## config.mk

```make
export PLATFORM = sky130hd
export DESIGN_NAME = saber_game_top
export DESIGN_NICKNAME = d
export VERILOG_FILES = /design/src/rtl/game_pkg.sv /design/src/rtl/pixel_pkg.sv /design/src/rtl/block_tracker.sv /design/src/rtl/game_state.sv /design/src/rtl/pixel_block_selector.sv /design/src/rtl/pixel_shader.sv /design/src/rtl/saber_game_top.sv /design/src/rtl/slice_detector.sv
export SDC_FILE = /design/constraint.sdc
export NUM_CORES = 1
export LEC_CHECK = 0
export ABC_AREA = 1
export BUFFER_PORTS_ARGS = -buffer_cell sky130_fd_sc_hd__buf_2
export CAP_MARGIN = 10
export CORE_ASPECT_RATIO = 0.7
export CORE_MARGIN = 10
export CORE_UTILIZATION = 61
export CTS_CLUSTER_DIAMETER = 120
export DETAILED_ROUTE_END_ITERATION = 6
export PLACE_DENSITY_LB_ADDON = 0.1
export SLEW_MARGIN = 40
export SYNTH_ARGS = -nofsm -noshare
export SYNTH_HDL_FRONTEND = slang
export SYNTH_SLANG_ARGS = --single-unit
```

## constraint.sdc

```tcl
create_clock -name clk_in -period 14.8 [get_ports clk_in]
set_input_delay 4.44 -clock clk_in [delete_from_list [all_inputs] [get_ports clk_in]]
set_output_delay 4.44 -clock clk_in [all_outputs]
set_load 0.1 [all_outputs]
```

## src/rtl/game_pkg.sv

```systemverilog
package game_pkg;

    ////////////////////////////////////////////////////////////////////////////
    // gameplay types

    typedef logic [11:0] coord_t;
    typedef logic [13:0] depth_t;
    typedef logic [17:0] game_time_t;
    typedef logic [2:0]  block_idx_t;
    typedef logic [7:0]  block_mask_t;
    typedef logic [3:0]  health_t;
    typedef logic [11:0] score_t;
    typedef logic [2:0]  combo_t;

    // play-state machine encoding
    typedef enum logic [1:0] {
        ST_READY,
        ST_PLAYING,
        ST_DEAD,
        ST_DONE
    } play_state_t;

    ////////////////////////////////////////////////////////////////////////////
    // gameplay constants

    localparam int NUM_BLOCKS = 8;
    // clocks per game tick
    localparam int TICKS_DIV  = 16;
    // depth step per tick
    localparam int Z_PER_TICK = 8;
    // ticks a block is on screen before arrival
    localparam int VIEW_TICKS = 40;
    // slice window in depth
    localparam int HIT_DEPTH  = 64;
    localparam int BLOCK_HALF = 32;
    localparam int MAX_HEALTH = 4;
    localparam int MAX_COMBO  = 7;
    localparam int END_TIME   = 240;

    // fixed block schedule, squares kept below the hud and inside 512x384
    localparam coord_t SCHED_X [NUM_BLOCKS] = '{
        12'd96, 12'd416, 12'd256, 12'd128, 12'd384, 12'd200, 12'd320, 12'd256
    };
    localparam coord_t SCHED_Y [NUM_BLOCKS] = '{
        12'd120, 12'd200, 12'd300, 12'd280, 12'd96, 12'd180, 12'd320, 12'd140
    };
    // arrival tick, strictly increasing
    localparam game_time_t SCHED_TIME [NUM_BLOCKS] = '{
        18'd50, 18'd70, 18'd90, 18'd110, 18'd130, 18'd150, 18'd175, 18'd200
    };
    // 1 red, 0 blue
    localparam logic SCHED_COLOR [NUM_BLOCKS] = '{
        1'b1, 1'b0, 1'b1, 1'b0, 1'b0, 1'b1, 1'b0, 1'b1
    };

endpackage

```

## src/rtl/pixel_pkg.sv

```systemverilog
package pixel_pkg;

    ////////////////////////////////////////////////////////////////////////////
    // screen side types

    typedef logic [10:0] pix_x_t;
    typedef logic [9:0]  pix_y_t;
    typedef logic [3:0]  channel_t;

    // health bar geometry
    localparam int HUD_ROWS  = 16;
    // bar width per health point
    localparam int HUD_SEG_W = 32;

    ////////////////////////////////////////////////////////////////////////////
    // palette, packed as {r, g, b}

    localparam logic [11:0] COLOR_RED  = {4'hF, 4'h0, 4'h0};
    localparam logic [11:0] COLOR_BLUE = {4'h0, 4'h0, 4'hF};
    localparam logic [11:0] COLOR_BAR  = {4'h0, 4'hF, 4'h0};
    // dim gray behind the bar
    localparam logic [11:0] COLOR_HUD  = {4'h2, 4'h2, 4'h2};
    localparam logic [11:0] COLOR_BG   = {4'h0, 4'h0, 4'h0};

endpackage

```

## src/rtl/block_tracker.sv

```systemverilog
module block_tracker import game_pkg::*; (
    input  logic        clk_in,
    input  logic        rst_in,
    input  game_time_t  curr_time,
    output depth_t      block_z [NUM_BLOCKS],
    output block_mask_t visible_mask,
    output block_mask_t passed_mask
);

    // ticks left until each block arrives
    game_time_t  ticks_left [NUM_BLOCKS];
    block_mask_t passed_now;
    block_mask_t visible_now;

    always_comb begin
        for (int i = 0; i < NUM_BLOCKS; i++) begin
            ticks_left[i]  = SCHED_TIME[i] - curr_time;
            // past arrival, so remaining would go negative
            passed_now[i]  = (curr_time > SCHED_TIME[i]);
            visible_now[i] = !passed_now[i] && (ticks_left[i] < VIEW_TICKS);
        end
    end

    ////////////////////////////////////////////////////////////////////////////
    // registered outputs

    always_ff @(posedge clk_in) begin
        if (rst_in) begin
            visible_mask <= '0;
            passed_mask  <= '0;
        end else begin
            visible_mask <= visible_now;
            passed_mask  <= passed_now;
        end
    end

    // depth scales linearly with remaining ticks
    always_ff @(posedge clk_in) begin
        for (int i = 0; i < NUM_BLOCKS; i++) begin
            block_z[i] <= depth_t'(ticks_left[i] * Z_PER_TICK);
        end
    end

endmodule

```

## src/rtl/game_state.sv

```systemverilog
module game_state import game_pkg::*; (
    input  logic        clk_in,
    input  logic        rst_in,
    input  logic        start,
    input  logic        slice_valid,
    input  block_idx_t  slice_idx,
    input  logic        miss_valid,
    input  block_idx_t  miss_idx,
    output play_state_t play_state,
    output game_time_t  curr_time,
    output health_t     health,
    output score_t      score,
    output combo_t      combo,
    output block_mask_t sliced_mask,
    output block_mask_t resolved_mask
);

    // tick divider
    logic [$clog2(TICKS_DIV)-1:0] div_cnt;
    logic        tick;
    logic        playing;
    logic        slice_ok;
    logic        miss_ok;
    play_state_t state_next;
    health_t     health_next;
    score_t      score_next;
    combo_t      combo_next;
    block_mask_t sliced_next;
    block_mask_t resolved_next;

    assign playing = (play_state == ST_PLAYING);
    assign tick    = playing && (div_cnt == TICKS_DIV - 1);

    // events count only while playing, and once per block
    assign slice_ok = playing && slice_valid && !resolved_mask[slice_idx];
    assign miss_ok  = playing && miss_valid && !resolved_mask[miss_idx];

    ////////////////////////////////////////////////////////////////////////////
    // rule update

    always_comb begin
        health_next   = health;
        score_next    = score;
        combo_next    = combo;
        sliced_next   = sliced_mask;
        resolved_next = resolved_mask;
        if (slice_ok) begin
            score_next             = score + score_t'(combo) + 1'b1;
            // combo saturates
            combo_next             = (combo == MAX_COMBO) ? combo : combo + 1'b1;
            sliced_next[slice_idx]   = 1'b1;
            resolved_next[slice_idx] = 1'b1;
        end
        // miss last so a same-cycle miss wins the combo
        if (miss_ok) begin
            health_next             = health - 1'b1;
            combo_next              = '0;
            resolved_next[miss_idx] = 1'b1;
        end
    end

    // play-state transitions
    always_comb begin
        state_next = play_state;
        case (play_state)
            ST_READY: begin
                if (start) begin
                    state_next = ST_PLAYING;
                end
            end
            ST_PLAYING: begin
                if (health_next == 0) begin
                    state_next = ST_DEAD;
                end else if (curr_time == END_TIME) begin
                    state_next = ST_DONE;
                end
            end
            // dead and done held until reset
            default: state_next = play_state;
        endcase
    end

    always_ff @(posedge clk_in) begin
        if (rst_in) begin
            play_state    <= ST_READY;
            div_cnt       <= '0;
            curr_time     <= '0;
            health        <= health_t'(MAX_HEALTH);
            score         <= '0;
            combo         <= '0;
            sliced_mask   <= '0;
            resolved_mask <= '0;
        end else begin
            play_state    <= state_next;
            health        <= health_next;
            score         <= score_next;
            combo         <= combo_next;
            sliced_mask   <= sliced_next;
            resolved_mask <= resolved_next;
            if (tick) begin
                div_cnt   <= '0;
                curr_time <= curr_time + 1'b1;
            end else if (playing) begin
                div_cnt <= div_cnt + 1'b1;
            end
        end
    end

endmodule

```

## src/rtl/pixel_block_selector.sv

```systemverilog
module pixel_block_selector import game_pkg::*, pixel_pkg::*; (
    input  logic        clk_in,
    input  logic        rst_in,
    input  logic        pixel_valid,
    input  pix_x_t      pixel_x,
    input  pix_y_t      pixel_y,
    input  depth_t      block_z [NUM_BLOCKS],
    input  block_mask_t visible_mask,
    input  block_mask_t sliced_mask,
    output logic        sel_valid,
    output pix_x_t      sel_x,
    output pix_y_t      sel_y,
    output logic        sel_hit,
    output logic        sel_color
);

    // stage 1 registers
    logic        s1_valid;
    pix_x_t      s1_x;
    pix_y_t      s1_y;
    block_mask_t s1_cover;
    block_mask_t cover_now;
    // stage 2 scan
    logic        best_hit;
    depth_t      best_z;
    logic        best_color;

    // pixel inside the square on one axis
    function automatic logic in_square(int p, coord_t c);
        return (p + BLOCK_HALF >= int'(c)) && (p < int'(c) + BLOCK_HALF);
    endfunction

    ////////////////////////////////////////////////////////////////////////////
    // stage 1, coverage

    always_comb begin
        for (int i = 0; i < NUM_BLOCKS; i++) begin
            cover_now[i] = visible_mask[i] && !sliced_mask[i] &&
                           in_square(int'(pixel_x), SCHED_X[i]) &&
                           in_square(int'(pixel_y), SCHED_Y[i]);
        end
    end

    always_ff @(posedge clk_in) begin
        if (rst_in) begin
            s1_valid <= 1'b0;
        end else begin
            s1_valid <= pixel_valid;
        end
    end

    always_ff @(posedge clk_in) begin
        s1_x     <= pixel_x;
        s1_y     <= pixel_y;
        s1_cover <= cover_now;
    end

    ////////////////////////////////////////////////////////////////////////////
    // stage 2, nearest covering block

    // strict compare keeps ties on the lower index
    always_comb begin
        best_hit   = 1'b0;
        best_z     = '1;
        best_color = 1'b0;
        for (int i = 0; i < NUM_BLOCKS; i++) begin
            if (s1_cover[i] && (!best_hit || block_z[i] < best_z)) begin
                best_hit   = 1'b1;
                best_z     = block_z[i];
                best_color = SCHED_COLOR[i];
            end
        end
    end

    always_ff @(posedge clk_in) begin
        if (rst_in) begin
            sel_valid <= 1'b0;
        end else begin
            sel_valid <= s1_valid;
        end
    end

    always_ff @(posedge clk_in) begin
        sel_x     <= s1_x;
        sel_y     <= s1_y;
        sel_hit   <= best_hit;
        sel_color <= best_color;
    end

endmodule

```

## src/rtl/pixel_shader.sv

```systemverilog
module pixel_shader import game_pkg::*, pixel_pkg::*; (
    input  logic     clk_in,
    input  logic     rst_in,
    input  health_t  health,
    input  logic     sel_valid,
    input  pix_x_t   sel_x,
    input  pix_y_t   sel_y,
    input  logic     sel_hit,
    input  logic     sel_color,
    output logic     rgb_valid,
    output pix_x_t   rgb_x,
    output pix_y_t   rgb_y,
    output channel_t r_out,
    output channel_t g_out,
    output channel_t b_out
);

    // bar length in pixels
    pix_x_t      bar_w;
    logic [11:0] color;

    assign bar_w = pix_x_t'(health * HUD_SEG_W);

    // hud first, then block, then background
    always_comb begin
        if (sel_y < HUD_ROWS) begin
            color = (sel_x < bar_w) ? COLOR_BAR : COLOR_HUD;
        end else if (sel_hit) begin
            color = sel_color ? COLOR_RED : COLOR_BLUE;
        end else begin
            color = COLOR_BG;
        end
    end

    always_ff @(posedge clk_in) begin
        if (rst_in) begin
            rgb_valid <= 1'b0;
        end else begin
            rgb_valid <= sel_valid;
        end
    end

    // unpack {r, g, b}
    always_ff @(posedge clk_in) begin
        rgb_x <= sel_x;
        rgb_y <= sel_y;
        r_out <= color[11:8];
        g_out <= color[7:4];
        b_out <= color[3:0];
    end

endmodule

```

## src/rtl/saber_game_top.sv

```systemverilog
module saber_game_top import game_pkg::*, pixel_pkg::*; (
    input  logic        clk_in,
    input  logic        rst_in,
    input  logic        start,
    input  coord_t      hand_x,
    input  coord_t      hand_y,
    input  logic        pixel_valid,
    input  pix_x_t      pixel_x,
    input  pix_y_t      pixel_y,
    output play_state_t play_state,
    output health_t     health,
    output score_t      score,
    output combo_t      combo,
    output logic        rgb_valid,
    output pix_x_t      rgb_x,
    output pix_y_t      rgb_y,
    output channel_t    r_out,
    output channel_t    g_out,
    output channel_t    b_out
);

    ////////////////////////////////////////////////////////////////////////////
    // game side wires

    game_time_t  curr_time;
    block_mask_t sliced_mask;
    block_mask_t resolved_mask;
    depth_t      block_z [NUM_BLOCKS];
    block_mask_t visible_mask;
    block_mask_t passed_mask;
    logic        slice_valid;
    block_idx_t  slice_idx;
    logic        miss_valid;
    block_idx_t  miss_idx;

    // selector to shader
    logic        sel_valid;
    pix_x_t      sel_x;
    pix_y_t      sel_y;
    logic        sel_hit;
    logic        sel_color;

    game_state game_state_i (
        .clk_in, .rst_in, .start,
        .slice_valid, .slice_idx, .miss_valid, .miss_idx,
        .play_state, .curr_time, .health, .score, .combo,
        .sliced_mask, .resolved_mask
    );

    // positions follow game time
    block_tracker block_tracker_i (
        .clk_in, .rst_in, .curr_time,
        .block_z, .visible_mask, .passed_mask
    );

    slice_detector slice_detector_i (
        .clk_in, .rst_in, .hand_x, .hand_y,
        .block_z, .visible_mask, .passed_mask, .resolved_mask,
        .slice_valid, .slice_idx, .miss_valid, .miss_idx
    );

    ////////////////////////////////////////////////////////////////////////////
    // pixel path, three cycles

    pixel_block_selector pixel_block_selector_i (
        .clk_in, .rst_in, .pixel_valid, .pixel_x, .pixel_y,
        .block_z, .visible_mask, .sliced_mask,
        .sel_valid, .sel_x, .sel_y, .sel_hit, .sel_color
    );

    pixel_shader pixel_shader_i (
        .clk_in, .rst_in, .health,
        .sel_valid, .sel_x, .sel_y, .sel_hit, .sel_color,
        .rgb_valid, .rgb_x, .rgb_y, .r_out, .g_out, .b_out
    );

endmodule

```

## src/rtl/slice_detector.sv

```systemverilog
module slice_detector import game_pkg::*; (
    input  logic        clk_in,
    input  logic        rst_in,
    input  coord_t      hand_x,
    input  coord_t      hand_y,
    input  depth_t      block_z [NUM_BLOCKS],
    input  block_mask_t visible_mask,
    input  block_mask_t passed_mask,
    input  block_mask_t resolved_mask,
    output logic        slice_valid,
    output block_idx_t  slice_idx,
    output logic        miss_valid,
    output block_idx_t  miss_idx
);

    block_mask_t slice_cand;
    block_mask_t miss_cand;

    // saber within half a block of the center on one axis
    function automatic logic near_center(coord_t p, coord_t c);
        return (int'(p) + BLOCK_HALF >= int'(c)) && (int'(p) <= int'(c) + BLOCK_HALF);
    endfunction

    // lowest set index
    function automatic block_idx_t first_set(block_mask_t m);
        block_idx_t idx;
        idx = '0;
        for (int i = NUM_BLOCKS - 1; i >= 0; i--) begin
            if (m[i]) begin
                idx = block_idx_t'(i);
            end
        end
        return idx;
    endfunction

    ////////////////////////////////////////////////////////////////////////////
    // candidates

    always_comb begin
        for (int i = 0; i < NUM_BLOCKS; i++) begin
            // close in depth and under the saber
            slice_cand[i] = visible_mask[i] && !resolved_mask[i] &&
                            (block_z[i] <= HIT_DEPTH) &&
                            near_center(hand_x, SCHED_X[i]) &&
                            near_center(hand_y, SCHED_Y[i]);
            miss_cand[i]  = passed_mask[i] && !resolved_mask[i];
        end
    end

    always_ff @(posedge clk_in) begin
        if (rst_in) begin
            slice_valid <= 1'b0;
            miss_valid  <= 1'b0;
        end else begin
            slice_valid <= |slice_cand;
            miss_valid  <= |miss_cand;
        end
    end

    // index only meaningful with its valid
    always_ff @(posedge clk_in) begin
        slice_idx <= first_set(slice_cand);
        miss_idx  <= first_set(miss_cand);
    end

endmodule

```

# Word level (Yosys, flattened, before mapping)
# Index checks and enable logic that the tools add are counted.
[classes] n_bitwise=4 n_addsub=18 n_shift=0 mul=0 mux=53 reduce_logical=169 n_div=0 n_lt_le_gt_ge=97 n_eq_ne=6
[op_table] operator="$ge A32 B10 Y1 const B" n=14
[op_table] operator="$ge A32 B9 Y1 const B" n=10
[op_table] operator="$ge A32 B8 Y1 const B" n=6
[op_table] operator="$lt A18 B6 Y1 const B" n=8
[op_table] operator="$logic_and A1 B1 Y1" n=116
[op_table] operator="$le A14 B7 Y1 const B" n=8
[op_table] operator="$lt A14 B14 Y1" n=7
[op_table] operator="$mux W14" n=7
[op_table] operator="$le A12 B8 Y1 const B" n=8
[op_table] operator="$le A12 B9 Y1 const B" n=7
[op_table] operator="$gt A18 B8 Y1 const B" n=4
[op_table] operator="$sub A8 B18 Y18 const A" n=4
[op_table] operator="$gt A18 B7 Y1 const B" n=3
[op_table] operator="$sub A7 B18 Y18 const A" n=3
[op_table] operator="$lt A10 B8 Y1 const B" n=5
[op_table] operator="$lt A11 B9 Y1 const B" n=4
[op_table] operator="$mux W12" n=3
[op_table] operator="$logic_not A1 Y1" n=33
[op_table] operator="$lt A11 B8 Y1 const B" n=3
[op_table] operator="$lt A10 B9 Y1 const B" n=3
[op_table] operator="$add A12 B6 Y13 const B" n=2
[op_table] operator="$mux W3" n=8
[op_table] operator="$or A8 B8 Y8" n=3
[op_table] operator="$mux W1" n=19
[op_table] operator="other kinds (37)" n=59
[totals] memories=0 romBits=0 regBits=259 in_bits=49 ram_bits=0 latchBits=0 wordCells=388 output_inout_bits=55

# Logic depth before layout (Yosys ltp)
[logic_depth] word_depth=28 depth_mapped=101 mapped_depth_nobuf=98

# Cells and area by module
# A second synthesis with hierarchy kept.
[unflattened] cells_unflattened=2402 area_unflattened_um2=15917.8
[modules_own_cells] mod="pixel_block_selector" cells_each=827 area_each_um2=5313.8 n_inst=1
[modules_own_cells] mod="block_tracker" cells_each=643 area_each_um2=4536.9 n_inst=1
[modules_own_cells] mod="game_state" cells_each=431 area_each_um2=3091.7 n_inst=1
[modules_own_cells] mod="slice_detector" cells_each=430 area_each_um2=2170.8 n_inst=1
[modules_own_cells] mod="pixel_shader" cells_each=71 area_each_um2=804.5 n_inst=1

# Worst setup path after synthesis
# No wires, ideal clock.
[synth_path] path_kind="reg-to-reg" startpoint="register pixel_block_selector_i.s1_cover[0]" endpoint="register pixel_block_selector_i.sel_color" required_time_ns=14.742 path_stages_with_launch=99 period_less_slack_ns=10.734 setup_time_ns=0.058 slack_ns=4.066 arrival_time_ns=10.676 path_buffers=5 path_cell_list="dfxtp_1 > inv_2 > nor2_1 > ha_1 > nand2_1 > nor2_1 > nand3_1 > nor2_1 > nor2_1 > nand2_1 > nand2_2 > nand2_4 > clkbuf_1 > nand2_1 > o21ai_0 > ha_1 > a21oi_1 > nand2_1 > [... 63 more ...] > nand4_1 > nand3_1 > inv_1 > o221a_2 > o221ai_1 > nand2_1 > nand2_1 > buf_2 > nand3_1 > nand2_1 > ha_1 > a21oi_1 > nor2_1 > a211oi_1 > o221ai_1 > o22ai_1 > nand2_1 > nand2_1"
[synth_via] elab_chain_len=28
[synth_rtl] item="from (decl)" line="pixel_block_selector.sv:21" source="block_mask_t s1_cover;"
[synth_rtl] item="from (signal assigned)" line="pixel_block_selector.sv:55" source="s1_cover <= cover_now;"
[synth_rtl] item="$mux W14 / $mux W1 (equally long branches)" line="pixel_block_selector.sv:67" source="if (s1_cover[i] && (!best_hit || block_z[i] < best_z)) begin"
[synth_rtl] item="$lt A14 B14 Y1 / $logic_not A1 Y1 (equally long branches)" line="pixel_block_selector.sv:67"
[synth_rtl] item="$logic_or A1 B1 Y1" line="pixel_block_selector.sv:67"
[synth_rtl] item="$logic_and A1 B1 Y1" line="pixel_block_selector.sv:67"
[synth_rtl] item="$mux W14 / $mux W1 (equally long branches)" line="pixel_block_selector.sv:67"
[synth_rtl] item="$lt A14 B14 Y1 / $logic_not A1 Y1 (equally long branches)" line="pixel_block_selector.sv:67"
[synth_rtl] item="$logic_or A1 B1 Y1" line="pixel_block_selector.sv:67"
[synth_rtl] item="$logic_and A1 B1 Y1" line="pixel_block_selector.sv:67"
[synth_rtl] item="[... 12 more ...]"
[synth_rtl] item="$mux W14 / $mux W1 (equally long branches)" line="pixel_block_selector.sv:67"
[synth_rtl] item="$lt A14 B14 Y1 / $logic_not A1 Y1 (equally long branches)" line="pixel_block_selector.sv:67"
[synth_rtl] item="$logic_or A1 B1 Y1" line="pixel_block_selector.sv:67"
[synth_rtl] item="$logic_and A1 B1 Y1" line="pixel_block_selector.sv:67"
[synth_rtl] item="$mux W14 / $mux W1 (equally long branches)" line="pixel_block_selector.sv:67"
[synth_rtl] item="$lt A14 B14 Y1 / $logic_not A1 Y1 (equally long branches)" line="pixel_block_selector.sv:67"
[synth_rtl] item="$logic_or A1 B1 Y1" line="pixel_block_selector.sv:67"
[synth_rtl] item="$logic_and A1 B1 Y1" line="pixel_block_selector.sv:67"
[synth_rtl] item="to (signal assigned)" line="pixel_block_selector.sv:87" source="sel_color <= best_color;"
[synth_rtl] item="to (decl)" line="pixel_block_selector.sv:14" source="output logic sel_color"
# Several ways; a longest one is shown, not always the timed one.
# A chain may end at the register's enable or synchronous reset.

# Final worst setup path
# Same ends and word-level chain as after synthesis.

==> flow_summary_export.csv <==
group,metric,value,unit
sta,slew_violations,0,
run_status,status,"finished, final reports clean",
run,max_cap_viol_count,0,
layout,diodes,0,
sta,finClkSkew,14.6,ps
yosys,syn-num-nets,1923,
hold_path,min_path_cells,0,
sta,setup_tns,0,ps
clock_network,cts_hold_buf,0,
clock_network,worst_skew_pair.late_latency,510,ps
critical_path,worstPathRequired,15250,ps
power,p_switching,0.322,mW
clock_network,clk_pin_slew,70,ps
critical_path,cp_num_cells,90,
routing,vias_per_cell,5.82,
sta,finalCriticalPeriod,12090,ps
yosys,ys_types,51,
global_routing,grt_antenna_before_repair,0,
floorplanning,die_w,194,um
yosys,yosysTopAreaCell,"dfxtp_1",
yosys,synth_top_family_by_area,"simple AND/OR/NAND/NOR gates",
yosys,netlist_top_cells_area,"dfxtp_1, ha_1, nand2_1, inv_1, nor2_1",
clock_network,cts_tree,"done",
yosys,synth_xor_area_share,4.47,%
routing,routed_wl,40900,um
critical_path,cp.arrival,12540,ps
routing,drtAntennaViolNets,0,
power,power.density,92.1,nW/um^2
clock_network,h-tree-depth,1,
global_routing,grt_pass1_wl,62500,um
power,clockPowerShare,44.2,%
clock_network,cts_setup_buffers,0,
floorplanning,start_util,62.2,%
power,switching_share,24.2,%
yosys,synthSimpleGateAreaFrac,25.8,%
yosys,synth_ff_type,"dfxtp_1",
place,dpl.hpwl,32800,um
sta,max_freq,82.7,MHz
critical_path,start_kind,"register",
hold_path,hold_class,"reg2reg",
floorplanning,core_region_area,20800,sq um
layout,nets,2015,
global_routing,grt_pass1_vias,11200,
sta,hold_viol_final,0,
yosys,avgSynthCellArea,7.32,sq um
critical_path,r2r_cells,90,
layout,area_growth,11.3,%
yosys,synth_top_area_share,36.7,%
clock_network,post_cts_resized,0,
floorplanning,ios,104,
routing,drc_errors,0,
floorplanning,die_h,142,um
clock_network,cts.path.max_buffers,3,
routing,routed-via-count,12500,
routing,drt_iter0_markers,1510,
power,p_seq_share,49.1,%
critical_path,crit_type,"reg2reg",
power,leakage,7.16,nW
clock_network,cts-root-buf,"clkbuf_16",
yosys,synth_compound_area_share,13.3,%
critical_path,slowest_stage,"dfxtp_1",
yosys,ys_warn_count,0,
place,gp_congestion,1.07,
yosys,synth_adder_area_share,10.4,%
power,p_int,1.00,mW
yosys,muxShareOfSynthArea,0,%
global_routing,grt_overflow,0,
sta,slew-limit-headroom,46.6,%
critical_path,worstPathMaxFanout,18,
power,p_comb_share,6.8,%
critical_path,critPathCaptureType,"register",
global_routing,grt_use_total,28.0,%
clock_network,cts_buffers,22,
yosys,ys_ff_latch,237,
yosys,synth_cells,1767,
yosys,synthArstFlopShare,0,%
power,ir_worst_vdd,0.0000655,V
place,port_buffers,103,
sta,setup_violations,0,
routing,wl_per_cell,19.0,um
layout,drive_above_1_share,9.56,%
global_routing,grt_start_max_net_pins,42,
sta,finalCritPeriodShare,81.7,%
sta,grt_setup_unrepaired,"false",
critical_path,critical-path-max-stage-delay,460,ps
layout,post-route-util,69.2,%
floorplanning,rows,44,
yosys,synth.cell_area,12900,sq um
floorplanning,die_area,27500,sq um
yosys,synth_edf_count,0,
clock_network,cts_sinks,237,
yosys,ys_seq_area_share,36.7,%
critical_path,timing.critical_path.buf_inv,6,
critical_path,cpMostUsedCell,"nand2_1",
routing,drt_pass1_iterations,6,
critical_path,cp_top_family,"simple AND/OR/NAND/NOR gates",
sta,worst_pin_slew,800,ps
-- per-layer routing --
metal	track usage, %	wire (um)
met1	41.9	18900
met2	38.0	15800
met3	9.11	5680
met4	4.72	520
met5	0	0
-- worst register-to-register path, delay by kind of cell, from the launching register on --
family                     cells  cell delay, ps
AOI/OAI and AO/OA             24            3840
buffers and inverters          6             840
DFF                            1             460
and+or+nand+nor               53            4810
adders and majority gates      7            2100
-- power groups by stage --
stage	Combinational, mW	Sequential [mW]	Clock (mW)
2_1_floorplan	0.0338	0.690	0
3_3_place_gp	0.0862	0.665	0
3_5_place_dp	0.0866	0.666	0
4_1_cts	0.0872	0.651	0.589
5_1_grt	0.0958	0.652	0.611
6_report	0.0897	0.651	0.586
-- per-stage QoR --
step	hold WS [ps]	setup WS (ps)	instances	power, mW	cell area (sq um)
3_5_place_dp	312	2990	2111	0.752	13700
3_3_place_gp	310	3380	2111	0.751	13700
5_1_grt	326	1460	2149	1.36	14400
6_report	326	2710	2149	1.33	14400
4_1_cts	326	2900	2149	1.33	14400
2_1_floorplan	310	4070	1767	0.723	12900
-- flip-flops by register name (all words and copies together) (netlist names), 10 cells and up --
register	flops
block_tracker_i.block_z	71
pixel_shader_i.rgb_x	11
pixel_block_selector_i.s1_y	10
game_state_i.curr_time	18
pixel_block_selector_i.s1_x	11
game_state_i.score	12
pixel_block_selector_i.sel_y	10
pixel_shader_i.rgb_y	10
pixel_block_selector_i.sel_x	11
-- path summary, 6_finish.rpt --
kind	startpoint	end	slack (ps)
setup / recovery	pixel_block_selector_i.s1_cover[0]	pixel_block_selector_i.sel_color	2710
hold / removal	pixel_block_selector_i.s1_x[8]	pixel_block_selector_i.sel_x[8]	330
setup reg to reg	pixel_block_selector_i.s1_cover[0]	pixel_block_selector_i.sel_color	2710
hold reg to reg	pixel_block_selector_i.s1_x[8]	pixel_block_selector_i.sel_x[8]	330
-- cell type report --
type / instances / area [sq um]
tap: 276 / 345
clock inverter: 10 / 119
sequential: 237 / 4740
multi-input combinational: 1215 / 7000
fill: 1797 / 6400
timing repair buffer: 105 / 531
clock buffer: 28 / 624
inverter: 278 / 1040
-- kinds of logic after synthesis --
group                    after synthesis
AND/OR/NAND/NOR                      744
AO/OA/AOI/OAI                        298
adder cells (fa/ha/maj)              107
flip-flops                           237
XOR/XNOR                              66
buffers and inverters                315
-- cell usage after synthesis (10+ instances only) --
master,instances
nor4_1,24
nand2_1,300
nor3_1,67
o31ai_1,12
a2111oi_0,10
o21ai_0,122
inv_1,273
nor2_1,176
nand3_1,81
nand4_1,44
nand2_2,17
ha_1,106
xor2_1,61
a21oi_1,92
dfxtp_1,237
clkbuf_1,28
a211oi_1,11
-- placed cells by master, fill, tap and decap left out, types with 3 or more instances in the layout --
| master | instances |
|---|---|
| ha_1 | 106 |
| clkbuf_16 | 23 |
| nand2_1 | 300 |
| a211oi_1 | 11 |
| nor4_1 | 23 |
| xnor2_1 | 5 |
| o21a_1 | 3 |
| o31ai_1 | 12 |
| xor2_1 | 61 |
| dfxtp_1 | 237 |
| nand4_1 | 44 |
| o2111ai_1 | 5 |
| and2_1 | 9 |
| a221oi_1 | 5 |
| o221ai_1 | 3 |
| nand3b_1 | 3 |
| nand2_4 | 7 |
| inv_2 | 4 |
| a31oi_1 | 9 |
| and3_1 | 4 |
| o21ai_0 | 121 |
| nor2_1 | 176 |
| inv_1 | 272 |
| a21o_1 | 3 |
| nand3_1 | 81 |
| or2_2 | 5 |
| a21oi_1 | 92 |
| clkbuf_8 | 3 |
| a2111oi_0 | 10 |
| nand2_2 | 17 |
| clkinv_2 | 4 |
| buf_2 | 103 |
| nor3_1 | 67 |
| a21boi_0 | 5 |
| o211ai_1 | 7 |
No activity file was read; power rests on OpenSTA's default activity.
